===== config.mk =====
export PLATFORM = sky130hd
export DESIGN_NAME = sys_ps2_cntrlr
export DESIGN_NICKNAME = d
export VERILOG_FILES = /design/src/verilog/ps2_pkg.sv /design/src/verilog/ps2_rx.sv /design/src/verilog/ps2_tx.sv /design/src/verilog/ps2_fifo.sv /design/src/verilog/sys_ps2_cntrlr.sv
export SDC_FILE = /design/constraint.sdc
export NUM_CORES = 2
export LEC_CHECK = 0
export BUFFER_PORTS_ARGS = -buffer_cell sky130_fd_sc_hd__buf_2
export CAP_MARGIN = 20
export CORE_ASPECT_RATIO = 1.25
export CORE_MARGIN = 2
export CORE_UTILIZATION = 57
export CTS_CLUSTER_SIZE = 8
export DETAILED_ROUTE_END_ITERATION = 7
export PLACE_DENSITY = 0.79
export SLEW_MARGIN = 20
export SYNTH_ARGS = -nofsm -noshare
export SYNTH_HDL_FRONTEND = slang
export SYNTH_HIERARCHICAL = 1
export SYNTH_SLANG_ARGS = --single-unit

===== constraint.sdc =====
create_clock -name clk -period 4.31 [get_ports clk]
set_clock_uncertainty 0.2 [all_clocks]
set_input_delay 0.862 -clock clk [delete_from_list [all_inputs] [get_ports clk]]
set_output_delay 0.862 -clock clk [all_outputs]
set_load 0.05 [all_outputs]

===== src/verilog/ps2_pkg.sv =====
// PS/2 host controller constants
// Frame size, protocol timing at a 50 MHz clock and the size of the
// receive FIFO, shared by the receive and command paths
package ps2_pkg;

	// Device frame: start, 8 data, parity, stop
	localparam int frame_bits = 11;

	// Host holds the clock low this long to request sending, 101 us
	localparam int cycles_101us = 5050;

	// Wait for the device to start clocking after release, 15 ms
	localparam int cycles_15ms = 750000;

	// First device edge to acknowledge, 2 ms
	// Also the receive limit for a frame that stops mid-way
	localparam int cycles_2ms = 100000;

	// Wide enough for the 15 ms count
	localparam int timer_width = 20;

	// Receive buffer
	localparam int fifo_depth = 256;
	localparam int fifo_addr_width = 8;

endpackage


===== src/verilog/ps2_rx.sv =====
`timescale 1ns/100ps
// PS/2 receive path
// Synchronizes the clock and data lines, finds falling clock edges and
// shifts in 11-bit device frames, LSB first. A frame with a low start
// bit, odd parity and a high stop bit is passed on as one byte with a
// single-cycle enable. Line activity is ignored while a host command
// owns the bus, and a frame that stalls for 2 ms is dropped.
module ps2_rx (
	input  logic       clk,
	input  logic       arst_n,
	input  logic       ps2_clk_in,
	input  logic       ps2_dat_in,
	input  logic       tx_busy,
	output logic       ps2_clk_fall,
	output logic       ps2_dat_sync,
	output logic [7:0] rx_byte,
	output logic       rx_byte_en
);
	import ps2_pkg::*;

	// Two-flop synchronizers, plus one delay flop for the edge detector
	logic [1:0] clk_sync;
	logic [1:0] dat_sync;
	logic       clk_prev;

	// Frame shift register, start bit ends up in bit 0
	logic [frame_bits-1:0] frame_sr;
	logic [frame_bits-1:0] frame_next;
	// Bits taken so far in this frame, 0 when idle
	logic [3:0]            bit_cnt;
	logic                  last_bit;
	logic                  frame_ok;
	logic                  rx_step;

	// Time since the last edge inside a frame
	logic [timer_width-1:0] stall_timer;
	logic                   stall_done;

	// Lines idle high, so the flops come out of reset high
	// Avoids a false falling edge right after reset
	always_ff @(posedge clk or negedge arst_n) begin
		if (!arst_n) begin
			clk_sync <= 2'b11;
			dat_sync <= 2'b11;
			clk_prev <= 1'b1;
		end else begin
			clk_sync <= {clk_sync[0], ps2_clk_in};
			dat_sync <= {dat_sync[0], ps2_dat_in};
			clk_prev <= clk_sync[1];
		end
	end

	assign ps2_clk_fall = clk_prev & ~clk_sync[1];
	assign ps2_dat_sync = dat_sync[1];

	// Only device frames count, not the clocking of a host command
	assign rx_step = ps2_clk_fall & ~tx_busy;

	// Frame as it will look after this edge
	assign frame_next = {ps2_dat_sync, frame_sr[frame_bits-1:1]};
	assign last_bit   = (bit_cnt == 4'(frame_bits - 1));

	// Start low, odd parity over data and parity, stop high
	assign frame_ok = ~frame_next[0] & (^frame_next[frame_bits-2:1]) &
		frame_next[frame_bits-1];

	assign stall_done = (stall_timer == timer_width'(cycles_2ms - 1));

	// Shift register and byte
	always_ff @(posedge clk) begin
		if (rx_step) begin
			frame_sr <= frame_next;
			if (last_bit) begin
				rx_byte <= frame_next[8:1];
			end
		end
	end

	// Bit count, stall timer and byte strobe
	always_ff @(posedge clk or negedge arst_n) begin
		if (!arst_n) begin
			bit_cnt     <= '0;
			stall_timer <= '0;
			rx_byte_en  <= 1'b0;
		end else begin
			rx_byte_en <= 1'b0;
			if (tx_busy) begin
				// Host owns the bus, drop any partial frame
				bit_cnt     <= '0;
				stall_timer <= '0;
			end else if (rx_step) begin
				stall_timer <= '0;
				if (last_bit) begin
					bit_cnt    <= '0;
					// Bad frames just vanish
					rx_byte_en <= frame_ok;
				end else begin
					bit_cnt <= bit_cnt + 4'd1;
				end
			end else if (bit_cnt != '0) begin
				if (stall_done) begin
					// Device gave up mid-frame
					bit_cnt     <= '0;
					stall_timer <= '0;
				end else begin
					stall_timer <= stall_timer + 1'b1;
				end
			end
		end
	end

endmodule


===== src/verilog/ps2_tx.sv =====
`timescale 1ns/100ps
// PS/2 command sequencer
// Sends one host byte to the device with the request-to-send sequence:
// clock held low for 101 us, start bit, then data LSB first, odd parity
// and a released stop bit, one per device falling edge. Ends with a
// command_ready pulse on the acknowledge, or a command_timeout pulse if
// the device does not start within 15 ms or finish within 2 ms.
module ps2_tx (
	input  logic       clk,
	input  logic       arst_n,
	input  logic [7:0] command,
	input  logic       command_valid,
	input  logic       ps2_clk_fall,
	input  logic       ps2_dat_sync,
	output logic       ps2_clk_oe,
	output logic       ps2_dat_oe,
	output logic       tx_busy,
	output logic       command_ready,
	output logic       command_timeout
);
	import ps2_pkg::*;

	typedef enum logic [2:0] {
		st_idle,
		st_inhibit,
		st_start,
		st_wait_first,
		st_shift,
		st_wait_ack
	} state_t;

	state_t state;

	// One timer for the clock hold and both timeouts
	logic [timer_width-1:0] timer;
	logic                   inhibit_done;
	logic                   timed_out;

	// Host frame: stop, parity, data, start; bit 0 is on the line
	logic [frame_bits-1:0] tx_frame;
	// Index of the bit now on the data line
	logic [3:0]            bit_cnt;
	logic                  bit_step;

	assign tx_busy = (state != st_idle);

	// Data goes low one cycle before the clock is released
	// Start state is that cycle, so the clock hold is exact
	assign inhibit_done = (timer == timer_width'(cycles_101us - 2));

	always_comb begin
		case (state)
			st_wait_first: timed_out = (timer == timer_width'(cycles_15ms - 1));
			st_shift, st_wait_ack: timed_out = (timer == timer_width'(cycles_2ms - 1));
			default: timed_out = 1'b0;
		endcase
	end

	// Device edge that moves to the next bit
	assign bit_step = ps2_clk_fall & ((state == st_wait_first) | (state == st_shift));

	// Frame register, loaded on accept
	always_ff @(posedge clk) begin
		if ((state == st_idle) && command_valid) begin
			tx_frame <= {1'b1, ~^command, command, 1'b0};
		end else if (bit_step) begin
			// Ones shift in behind, the line stays released
			tx_frame <= {1'b1, tx_frame[frame_bits-1:1]};
		end
	end

	always_ff @(posedge clk or negedge arst_n) begin
		if (!arst_n) begin
			state           <= st_idle;
			timer           <= '0;
			bit_cnt         <= '0;
			ps2_clk_oe      <= 1'b0;
			ps2_dat_oe      <= 1'b0;
			command_ready   <= 1'b0;
			command_timeout <= 1'b0;
		end else begin
			command_ready   <= 1'b0;
			command_timeout <= 1'b0;
			if (timed_out) begin
				// Give up, free both lines
				state           <= st_idle;
				ps2_clk_oe      <= 1'b0;
				ps2_dat_oe      <= 1'b0;
				command_timeout <= 1'b1;
			end else begin
				case (state)
					st_idle: begin
						if (command_valid) begin
							state      <= st_inhibit;
							ps2_clk_oe <= 1'b1;
							timer      <= '0;
							bit_cnt    <= '0;
						end
					end
					st_inhibit: begin
						timer <= timer + 1'b1;
						if (inhibit_done) begin
							// Start bit
							ps2_dat_oe <= 1'b1;
							state      <= st_start;
						end
					end
					st_start: begin
						// Hand the clock to the device
						ps2_clk_oe <= 1'b0;
						timer      <= '0;
						state      <= st_wait_first;
					end
					st_wait_first, st_shift: begin
						timer <= timer + 1'b1;
						if (ps2_clk_fall) begin
							ps2_dat_oe <= ~tx_frame[1];
							bit_cnt    <= bit_cnt + 4'd1;
							// 2 ms window runs from the first edge
							if (state == st_wait_first) begin
								timer <= '0;
							end
							// Stop bit now on the line
							if (bit_cnt == 4'(frame_bits - 2)) begin
								state <= st_wait_ack;
							end else begin
								state <= st_shift;
							end
						end
					end
					st_wait_ack: begin
						timer <= timer + 1'b1;
						// Device holds data low across the acknowledge edge
						if (ps2_clk_fall && !ps2_dat_sync) begin
							command_ready <= 1'b1;
							state         <= st_idle;
						end
					end
					default: begin
						state <= st_idle;
					end
				endcase
			end
		end
	end

endmodule


===== src/verilog/ps2_fifo.sv =====
`timescale 1ns/100ps
// Receive byte FIFO
// Show-ahead: rd_data always shows the oldest byte. A write while full
// is dropped and a read while empty does nothing.
module ps2_fifo (
	input  logic       clk,
	input  logic       arst_n,
	input  logic [7:0] wr_data,
	input  logic       wr_en,
	input  logic       rd_en,
	output logic [7:0] rd_data,
	output logic       empty
);
	import ps2_pkg::*;

	logic [7:0] mem [fifo_depth];

	logic [fifo_addr_width-1:0] wr_ptr;
	logic [fifo_addr_width-1:0] rd_ptr;
	// One bit wider than the pointers to tell full from empty
	logic [fifo_addr_width:0]   count;
	logic                       full;
	logic                       wr_ok;
	logic                       rd_ok;

	assign full  = (count == fifo_depth[fifo_addr_width:0]);
	assign empty = (count == '0);

	// Overflow and underflow guarded here
	assign wr_ok = wr_en & ~full;
	assign rd_ok = rd_en & ~empty;

	// Head straight from the array
	assign rd_data = mem[rd_ptr];

	always_ff @(posedge clk) begin
		if (wr_ok) begin
			mem[wr_ptr] <= wr_data;
		end
	end

	always_ff @(posedge clk or negedge arst_n) begin
		if (!arst_n) begin
			wr_ptr <= '0;
			rd_ptr <= '0;
			count  <= '0;
		end else begin
			if (wr_ok) begin
				wr_ptr <= wr_ptr + 1'b1;
			end
			if (rd_ok) begin
				rd_ptr <= rd_ptr + 1'b1;
			end
			case ({wr_ok, rd_ok})
				2'b10: count <= count + 1'b1;
				2'b01: count <= count - 1'b1;
				default: count <= count;
			endcase
		end
	end

endmodule


===== src/verilog/sys_ps2_cntrlr.sv =====
`timescale 1ns/100ps
// PS/2 host controller top
// Receive path into a 256-byte show-ahead FIFO, plus the command path.
// Each open-drain line is split into an input and a pull-low enable,
// the pads live in the chip top.
module sys_ps2_cntrlr (
	input  logic       clk,
	input  logic       arst_n,
	input  logic [7:0] command,
	input  logic       command_valid,
	input  logic       data_ready,
	input  logic       ps2_clk_in,
	input  logic       ps2_dat_in,
	output logic       ps2_clk_oe,
	output logic       ps2_dat_oe,
	output logic       command_ready,
	output logic       command_timeout,
	output logic [7:0] data,
	output logic       data_valid
);

	// Synchronized line state from the receiver
	logic       ps2_clk_fall;
	logic       ps2_dat_sync;
	// Command in flight, receiver stands back
	logic       tx_busy;
	logic [7:0] rx_byte;
	logic       rx_byte_en;
	logic       fifo_empty;

	assign data_valid = ~fifo_empty;

	ps2_rx u_ps2_rx (
		.clk          (clk),
		.arst_n       (arst_n),
		.ps2_clk_in   (ps2_clk_in),
		.ps2_dat_in   (ps2_dat_in),
		.tx_busy      (tx_busy),
		.ps2_clk_fall (ps2_clk_fall),
		.ps2_dat_sync (ps2_dat_sync),
		.rx_byte      (rx_byte),
		.rx_byte_en   (rx_byte_en)
	);

	ps2_tx u_ps2_tx (
		.clk             (clk),
		.arst_n          (arst_n),
		.command         (command),
		.command_valid   (command_valid),
		.ps2_clk_fall    (ps2_clk_fall),
		.ps2_dat_sync    (ps2_dat_sync),
		.ps2_clk_oe      (ps2_clk_oe),
		.ps2_dat_oe      (ps2_dat_oe),
		.tx_busy         (tx_busy),
		.command_ready   (command_ready),
		.command_timeout (command_timeout)
	);

	// Reader pops with data_ready, empty reads ignored inside
	ps2_fifo u_ps2_fifo (
		.clk     (clk),
		.arst_n  (arst_n),
		.wr_data (rx_byte),
		.wr_en   (rx_byte_en),
		.rd_en   (data_ready),
		.rd_data (data),
		.empty   (fifo_empty)
	);

endmodule


# Word level (Yosys, flattened, before mapping)
# Memory sizes are Yosys's and may differ from the RTL's.
# Index checks and enable logic that the tools add are counted.
# classes
add_sub_neg	8
n_mul	0
n_div	0
n_lt_le_gt_ge	0
eq_ne	20
shift	0
n_mux	43
bitwise_logic	15
reduce_logical	27
# op_table
operator	count
20-bit two-way mux	7
20-bit one-hot mux with 4 select lines	1
20-bit by 1-bit adder with 20-bit output, second input constant	2
20-bit by 17-bit equality test with 1-bit output, second input constant	2
4-bit two-way mux	7
20-bit by 13-bit equality test with 1-bit output, second input constant	1
20-bit equality test, second input constant	1
10-bit two-way mux	2
9-bit one-hot mux with 2 select lines	1
8-bit by 1-bit adder with 8-bit output, second input constant	2
1-bit two-way mux	15
3-bit two-way mux	5
3-bit one-hot mux with 5 select lines	1
3-bit nonzero test	5
9-bit by 1-bit adder with 9-bit output, second input constant	1
9-bit equality test, second input constant	1
9-bit zero test	1
9-bit XOR reduction	1
9-bit by 1-bit subtractor with 9-bit output, second input constant	1
4-bit by 1-bit adder with 4-bit output, second input constant	2
4-bit equality test, second input constant	2
4-bit one-hot mux with 2 select lines	1
4-bit AND reduction	2
4-bit nonzero test	2
20 further kinds	47
# totals
register_bits	115
latch_bits	0
ram_bits	2048
rom_bits	0
in_bits	14
out_inout_bits	13
elab_cells	134
n_memories	1
# memory_table
memory	depth	word_bits	rd	rd_ports_with_merged_regs	wr	line	source
u_ps2_fifo.mem	256	8	1	0	1	ps2_fifo.sv:16	logic [7:0] mem [fifo_depth];

# Depth between registers and ports, before layout
# logic_depth
ltp_word	6
mapped_depth	14
depth_no_buf	13

# Modules after synthesis
# Netlist, hierarchy kept.
# by_module_without_submodules
mod	instances	cells_each	area_per_inst_um2	seq_area_each_um2
ps2_fifo	1	3835	80842.5	62124.6
ps2_tx	1	254	2402.3	1046.0
ps2_rx	1	178	2160.8	1297.5
sys_ps2_cntrlr	1	1	3.8	0.0

# Worst setup path before layout
# OpenSTA, ideal clock, no wires.
# synth_path
path_type	reg-to-reg
start	reg u_ps2_rx.rx_byte[0]
end	mem u_ps2_fifo.mem[0][0] (data pin)
setup_time_ns	0.817
t_arrival_ns	3.228
required_time_ns	3.293
slack_ns	0.064
path_stages_with_launch	1
path_buffers	0
synth_period_minus_slack_ns	4.246
cell_sequence	edfxtp_1
# synth_rtl
element	line	source
start: declaration	ps2_rx.sv:16	output logic [7:0] rx_byte,
start signal: assignment	ps2_rx.sv:74	rx_byte <= frame_next[8:1];
end: declaration	ps2_fifo.sv:16	
# No word-level cell before the write port.

# Worst setup path in the final report
# layout_path
start	reg u_ps2_fifo.rd_ptr[0]
end	out data[7]
# layout_via
elab_chain_cells	1
# layout_lines
element	line	source
start: declaration	ps2_fifo.sv:19	logic [fifo_addr_width-1:0] rd_ptr;
start signal: assignment	ps2_fifo.sv:52	rd_ptr <= rd_ptr + 1'b1;
memory read 256 x 8 bit	n/a	
end: declaration	sys_ps2_cntrlr.sv:18	output logic [7:0] data,
# No other way between the ends.

==> metrics <==
outcome=finished with violations; violated checks=setup timing; Die Wd=roughly 350 um; number of nets with antenna violations after detailed routing=0; clock-pin slew reported for the worst setup and hold paths after clock tree synthesis=0.05 ns; peak supply drop=0.855 mV; kind of end point of the critical path=output pin; count of fill cells added during filler insertion=roughly 8,500; effective utilization at floorplan=~57%; detailed-placement wirelength estimate=about 130 mm; ratio of cells with drive above 1 in the final layout=between 30% and 40%; total die area=153,000 um2; ratio of final minimum period to clock period=118%; routed via count divided by cell count=approximately 6.8; drt first-iter violations=7,810; Routability Congestion=0.936; detailed-routing iteration count for the pre-antenna-repair pass=8; most used cells in the layout excluding fill and tap cells=2,075 x sky130_fd_sc_hd__edfxtp_1, 480 x sky130_fd_sc_hd__mux4_2, 475 x sky130_fd_sc_hd__buf_4; async set-or-reset flop fraction in the synthesized netlist=under 10%; launching element type of the critical path=flop; TritonCTS Sinks=2,161; nets in the synthesized netlist=4,304; final setup vio count=8; Max Freq=between 150 and 200 MHz; crit path max-delay cell type=sky130_fd_sc_hd__dfrtp_4; number of instances in the synthesized netlist=about 4,300; Syn-to-layout area delta=19.0%; part of the power in the clock network=32.8%; total via count after detailed routing=~48,000; RSZ-0062 raised after global routing=true; placeable core region=149,000 um2; EDFF count, synth=2,075; portion of total power attributed to sequential cells=34.8%; setup TNS after final layout=-5.83 ns; global-route track usage on met3=between 7 and 8%; DRC errors left=0; Nets=4,992; antenna violations before repair=3; switching power=20.4 mW; die extent in y=437 um; total of buffers placed on input and output ports=26; average instance area after synthesis=about 20 um2; max incr delay on CP=0.51 ns; required arrival time at the worst endpoint=3.25 ns; layer with the highest usage=met2; combined area of the multi-input logic cells=20,100 um2; yosys warns=6; post-route total power=66.7 mW; final critical-path setup slack=-0.783 ns; GR Overflow Total=0; number of storage elements in the synthesis netlist=2,161; Final Hold Vio Count=0; most common cell type on the critical path=sky130_fd_sc_hd__buf_4; switch share=30.5%; global-route wire length before repair=337 mm; average routed wire per standard cell=33.1 um; crit-path max FO=7; Sequential cell area=64,500 um2; worst setup path class=flop to output pin; total number of placement rows=158; fin crit period=5.09 ns; register area share after synthesis=75.5%; maximum number of buffers from clock root to sink=4; number of H-tree levels=5; cell-by-cell trace of the critical path=buf_12 -> buf_16 -> buf_4 -> mux4_2 -> nand2_1 -> nand2_1 -> a21oi_1 -> buf_4 -> o22ai_1 -> nor2_2 -> buf_4 -> o31ai_4 -> buf_12; minimum setup slack after placement=-0.457 ns; drt total wl=around 230 mm; Slew Viols, Final=0; Synth Cell Area=~85,000 um2; CTS tree=yes; ports placed on the boundary=27; part of the power in combinational logic=32.4%; worst hold path class=primary input to flop; Least-Margin Pin Slew=~1.1 ns; CTS Buf Count=320; slew margin rel.=28.8%; GR Layer Usage met2=49.1%; Clk Latency, worst-skew pair=0.92 ns; met1 usage=between 30% and 40%; WP data arrival=4.03 ns; number of max-cap violations=0; vias in the first global route=49,000; root cell of the clock tree=sky130_fd_sc_hd__clkbuf_16; maximum number of pins on one net before global-route repair=177; most common library cell in the layout ignoring fill and taps=sky130_fd_sc_hd__edfxtp_1; Power Internal=~46 mW; flip-flop cell with the highest count after synthesis=sky130_fd_sc_hd__edfxtp_1; global-route usage over all layers=between 30 and 40%; library cells used by synthesis=between 80 and 90; P_leak=33.7 nW; Power Density=656 nW/um2
## power groups by stage
stage	Clock, mW	Sequential, mW	Combinational, mW
2_1_floorplan	0	23.4	11.4
3_3_place_gp	0	23.6	18.2
3_5_place_dp	0	23.7	18.5
4_1_cts	21.9	23.2	20.4
5_1_grt	22.8	23.2	22.1
6_report	21.9	23.2	21.6
## sequential cells by signal, summed over array words and instances (netlist names), 8 cells and up
signal and count:
u_ps2_fifo/mem 2048, u_ps2_rx/stall_timer 20, u_ps2_tx/timer 20, u_ps2_rx/frame_sr 10
u_ps2_fifo/count 9, u_ps2_tx/tx_frame 9, u_ps2_fifo/rd_ptr 8, u_ps2_fifo/wr_ptr 8
u_ps2_rx/rx_byte 8
## synthesized netlist by cell type, types with 4 or more instances
cell | instances | area, um2
sky130_fd_sc_hd__edfxtp_1 | 2075 | 62300
sky130_fd_sc_hd__or3_1 | 7 | 43.8
sky130_fd_sc_hd__and3_1 | 8 | 50.1
sky130_fd_sc_hd__a21oi_1 | 82 | 410
sky130_fd_sc_hd__a221oi_1 | 16 | 140
sky130_fd_sc_hd__o22ai_1 | 43 | 269
sky130_fd_sc_hd__a22o_1 | 14 | 123
sky130_fd_sc_hd__nand2b_1 | 6 | 37.5
sky130_fd_sc_hd__o21ai_0 | 57 | 285
sky130_fd_sc_hd__nand2_1 | 138 | 518
sky130_fd_sc_hd__a31oi_1 | 19 | 119
sky130_fd_sc_hd__and4_1 | 6 | 52.6
sky130_fd_sc_hd__nand3_1 | 72 | 360
sky130_fd_sc_hd__buf_1 | 23 | 86.3
sky130_fd_sc_hd__ha_1 | 21 | 263
sky130_fd_sc_hd__nor4_1 | 11 | 68.8
sky130_fd_sc_hd__and2_1 | 9 | 56.3
sky130_fd_sc_hd__nor3_1 | 23 | 115
sky130_fd_sc_hd__clkinv_1 | 4 | 15.0
sky130_fd_sc_hd__buf_8 | 4 | 60.1
sky130_fd_sc_hd__inv_1 | 19 | 71.3
sky130_fd_sc_hd__mux4_2 | 480 | 10800
sky130_fd_sc_hd__dfstp_2 | 5 | 131
sky130_fd_sc_hd__o2111ai_1 | 4 | 35.0
sky130_fd_sc_hd__nor2b_1 | 16 | 100
sky130_fd_sc_hd__buf_2 | 52 | 260
sky130_fd_sc_hd__buf_4 | 20 | 150
sky130_fd_sc_hd__o221ai_1 | 11 | 96.3
sky130_fd_sc_hd__a211oi_1 | 13 | 97.6
sky130_fd_sc_hd__nand4_1 | 24 | 150
sky130_fd_sc_hd__buf_6 | 39 | 439
sky130_fd_sc_hd__xnor2_1 | 28 | 245
sky130_fd_sc_hd__o211ai_1 | 18 | 135
sky130_fd_sc_hd__a32oi_1 | 4 | 35.0
sky130_fd_sc_hd__mux2_2 | 13 | 146
sky130_fd_sc_hd__o22a_1 | 5 | 43.8
sky130_fd_sc_hd__xor2_1 | 27 | 236
sky130_fd_sc_hd__a22oi_1 | 37 | 278
sky130_fd_sc_hd__dfrtp_1 | 81 | 2030
sky130_fd_sc_hd__o31ai_1 | 11 | 82.6
sky130_fd_sc_hd__o21ai_1 | 12 | 60.1
sky130_fd_sc_hd__mux2i_1 | 207 | 2070
sky130_fd_sc_hd__nor2_1 | 334 | 1250
sky130_fd_sc_hd__a41oi_1 | 4 | 35.0
sky130_fd_sc_hd__clkbuf_1 | 102 | 383
## repair_timing
| item | in CTS | in global routing |
|---|---|---|
| setup endpoints to repair | 8 | 8 |
| setup buffers | 44 | 26 |
| resized for setup | 91 | 72 |
| hold buffers | 3 | 0 |
| cloned | 8 | 3 |
| endpoints found under the hold margin | 67 | 0 |
| pin swaps | 14 | 31 |
## metrics by stage
step | cell area (um2) | hold WS (ns) | instances | util [%]
6_report | 102000 | 0.0777 | 7042 | 68.3
3_5_place_dp | 91300 | 0.147 | 6553 | 61.4
5_1_grt | 102000 | 0.0638 | 7039 | 68.3
4_1_cts | 101000 | 0.0304 | 7012 | 67.9
3_3_place_gp | 91300 | 0.146 | 6553 | 61.4
2_1_floorplan | 85400 | 0.145 | 4268 | -
## metal layers
| layer | vias to the layer above | wire (um) |
|---|---|---|
| li1 | 18800 | - |
| met1 | 24200 | 75700 |
| met2 | 3832 | 114000 |
| met3 | 810 | 26800 |
| met4 | 4 | 16800 |
| met5 | - | 25 |
## logic make-up after synthesis
| family | after synthesis | share of synthesized area, % |
|---|---|---|
| XOR/XNOR | 55 | 0.564 |
| buffers and inverters | 266 | 1.75 |
| multiplexers | 700 | 15.3 |
| AND/OR/NAND/NOR | 683 | 3.62 |
| adder cells (fa/ha/maj) | 22 | 0.331 |
| AO/OA/AOI/OAI | 381 | 3.00 |
| flip-flops | 2161 | 75.5 |
## worst max-delay path: cells and delay by family (launching register included)
kind	cells	cell delay, ns
compound gates	3	0.82
buf+inv	6	1.09
flops	1	0.51
mux	1	0.36
simple gates	3	0.33
## worst paths after layout
| check | from | endpoint | slack, ns | depth (start not counted) |
|---|---|---|---|---|
| setup / recovery | u_ps2_fifo/rd_ptr[0] | data[7] | -0.78 | 13 |
| hold / removal | command[3] | u_ps2_tx/tx_frame[4] | 0.08 | 2 |
| min in group asynchronous | arst_n | u_ps2_rx/stall_timer[1] | 0.47 | 2 |
| setup reg to reg | u_ps2_fifo/count[0] | u_ps2_fifo/count[8] | 0.37 | 13 |
| max in group asynchronous | arst_n | u_ps2_fifo/rd_ptr[0] | 2.51 | 3 |
| hold reg to reg | u_ps2_rx/clk_sync[0] | u_ps2_rx/clk_sync[1] | 0.15 | 0 |
## cell type report
class                           instances  area share, %
Sequential cell                      2161           63.5
Clock inverter                          6         0.0591
Tap cell                             2000           2.46
Clock buffer                          399           8.31
Antenna cell                            3        0.00739
Timing Repair Buffer                  608           5.84
Inverter                               24         0.0961
Multi-Input combinational cell       1841           19.8
No activity file was read; power rests on OpenSTA's default activity.
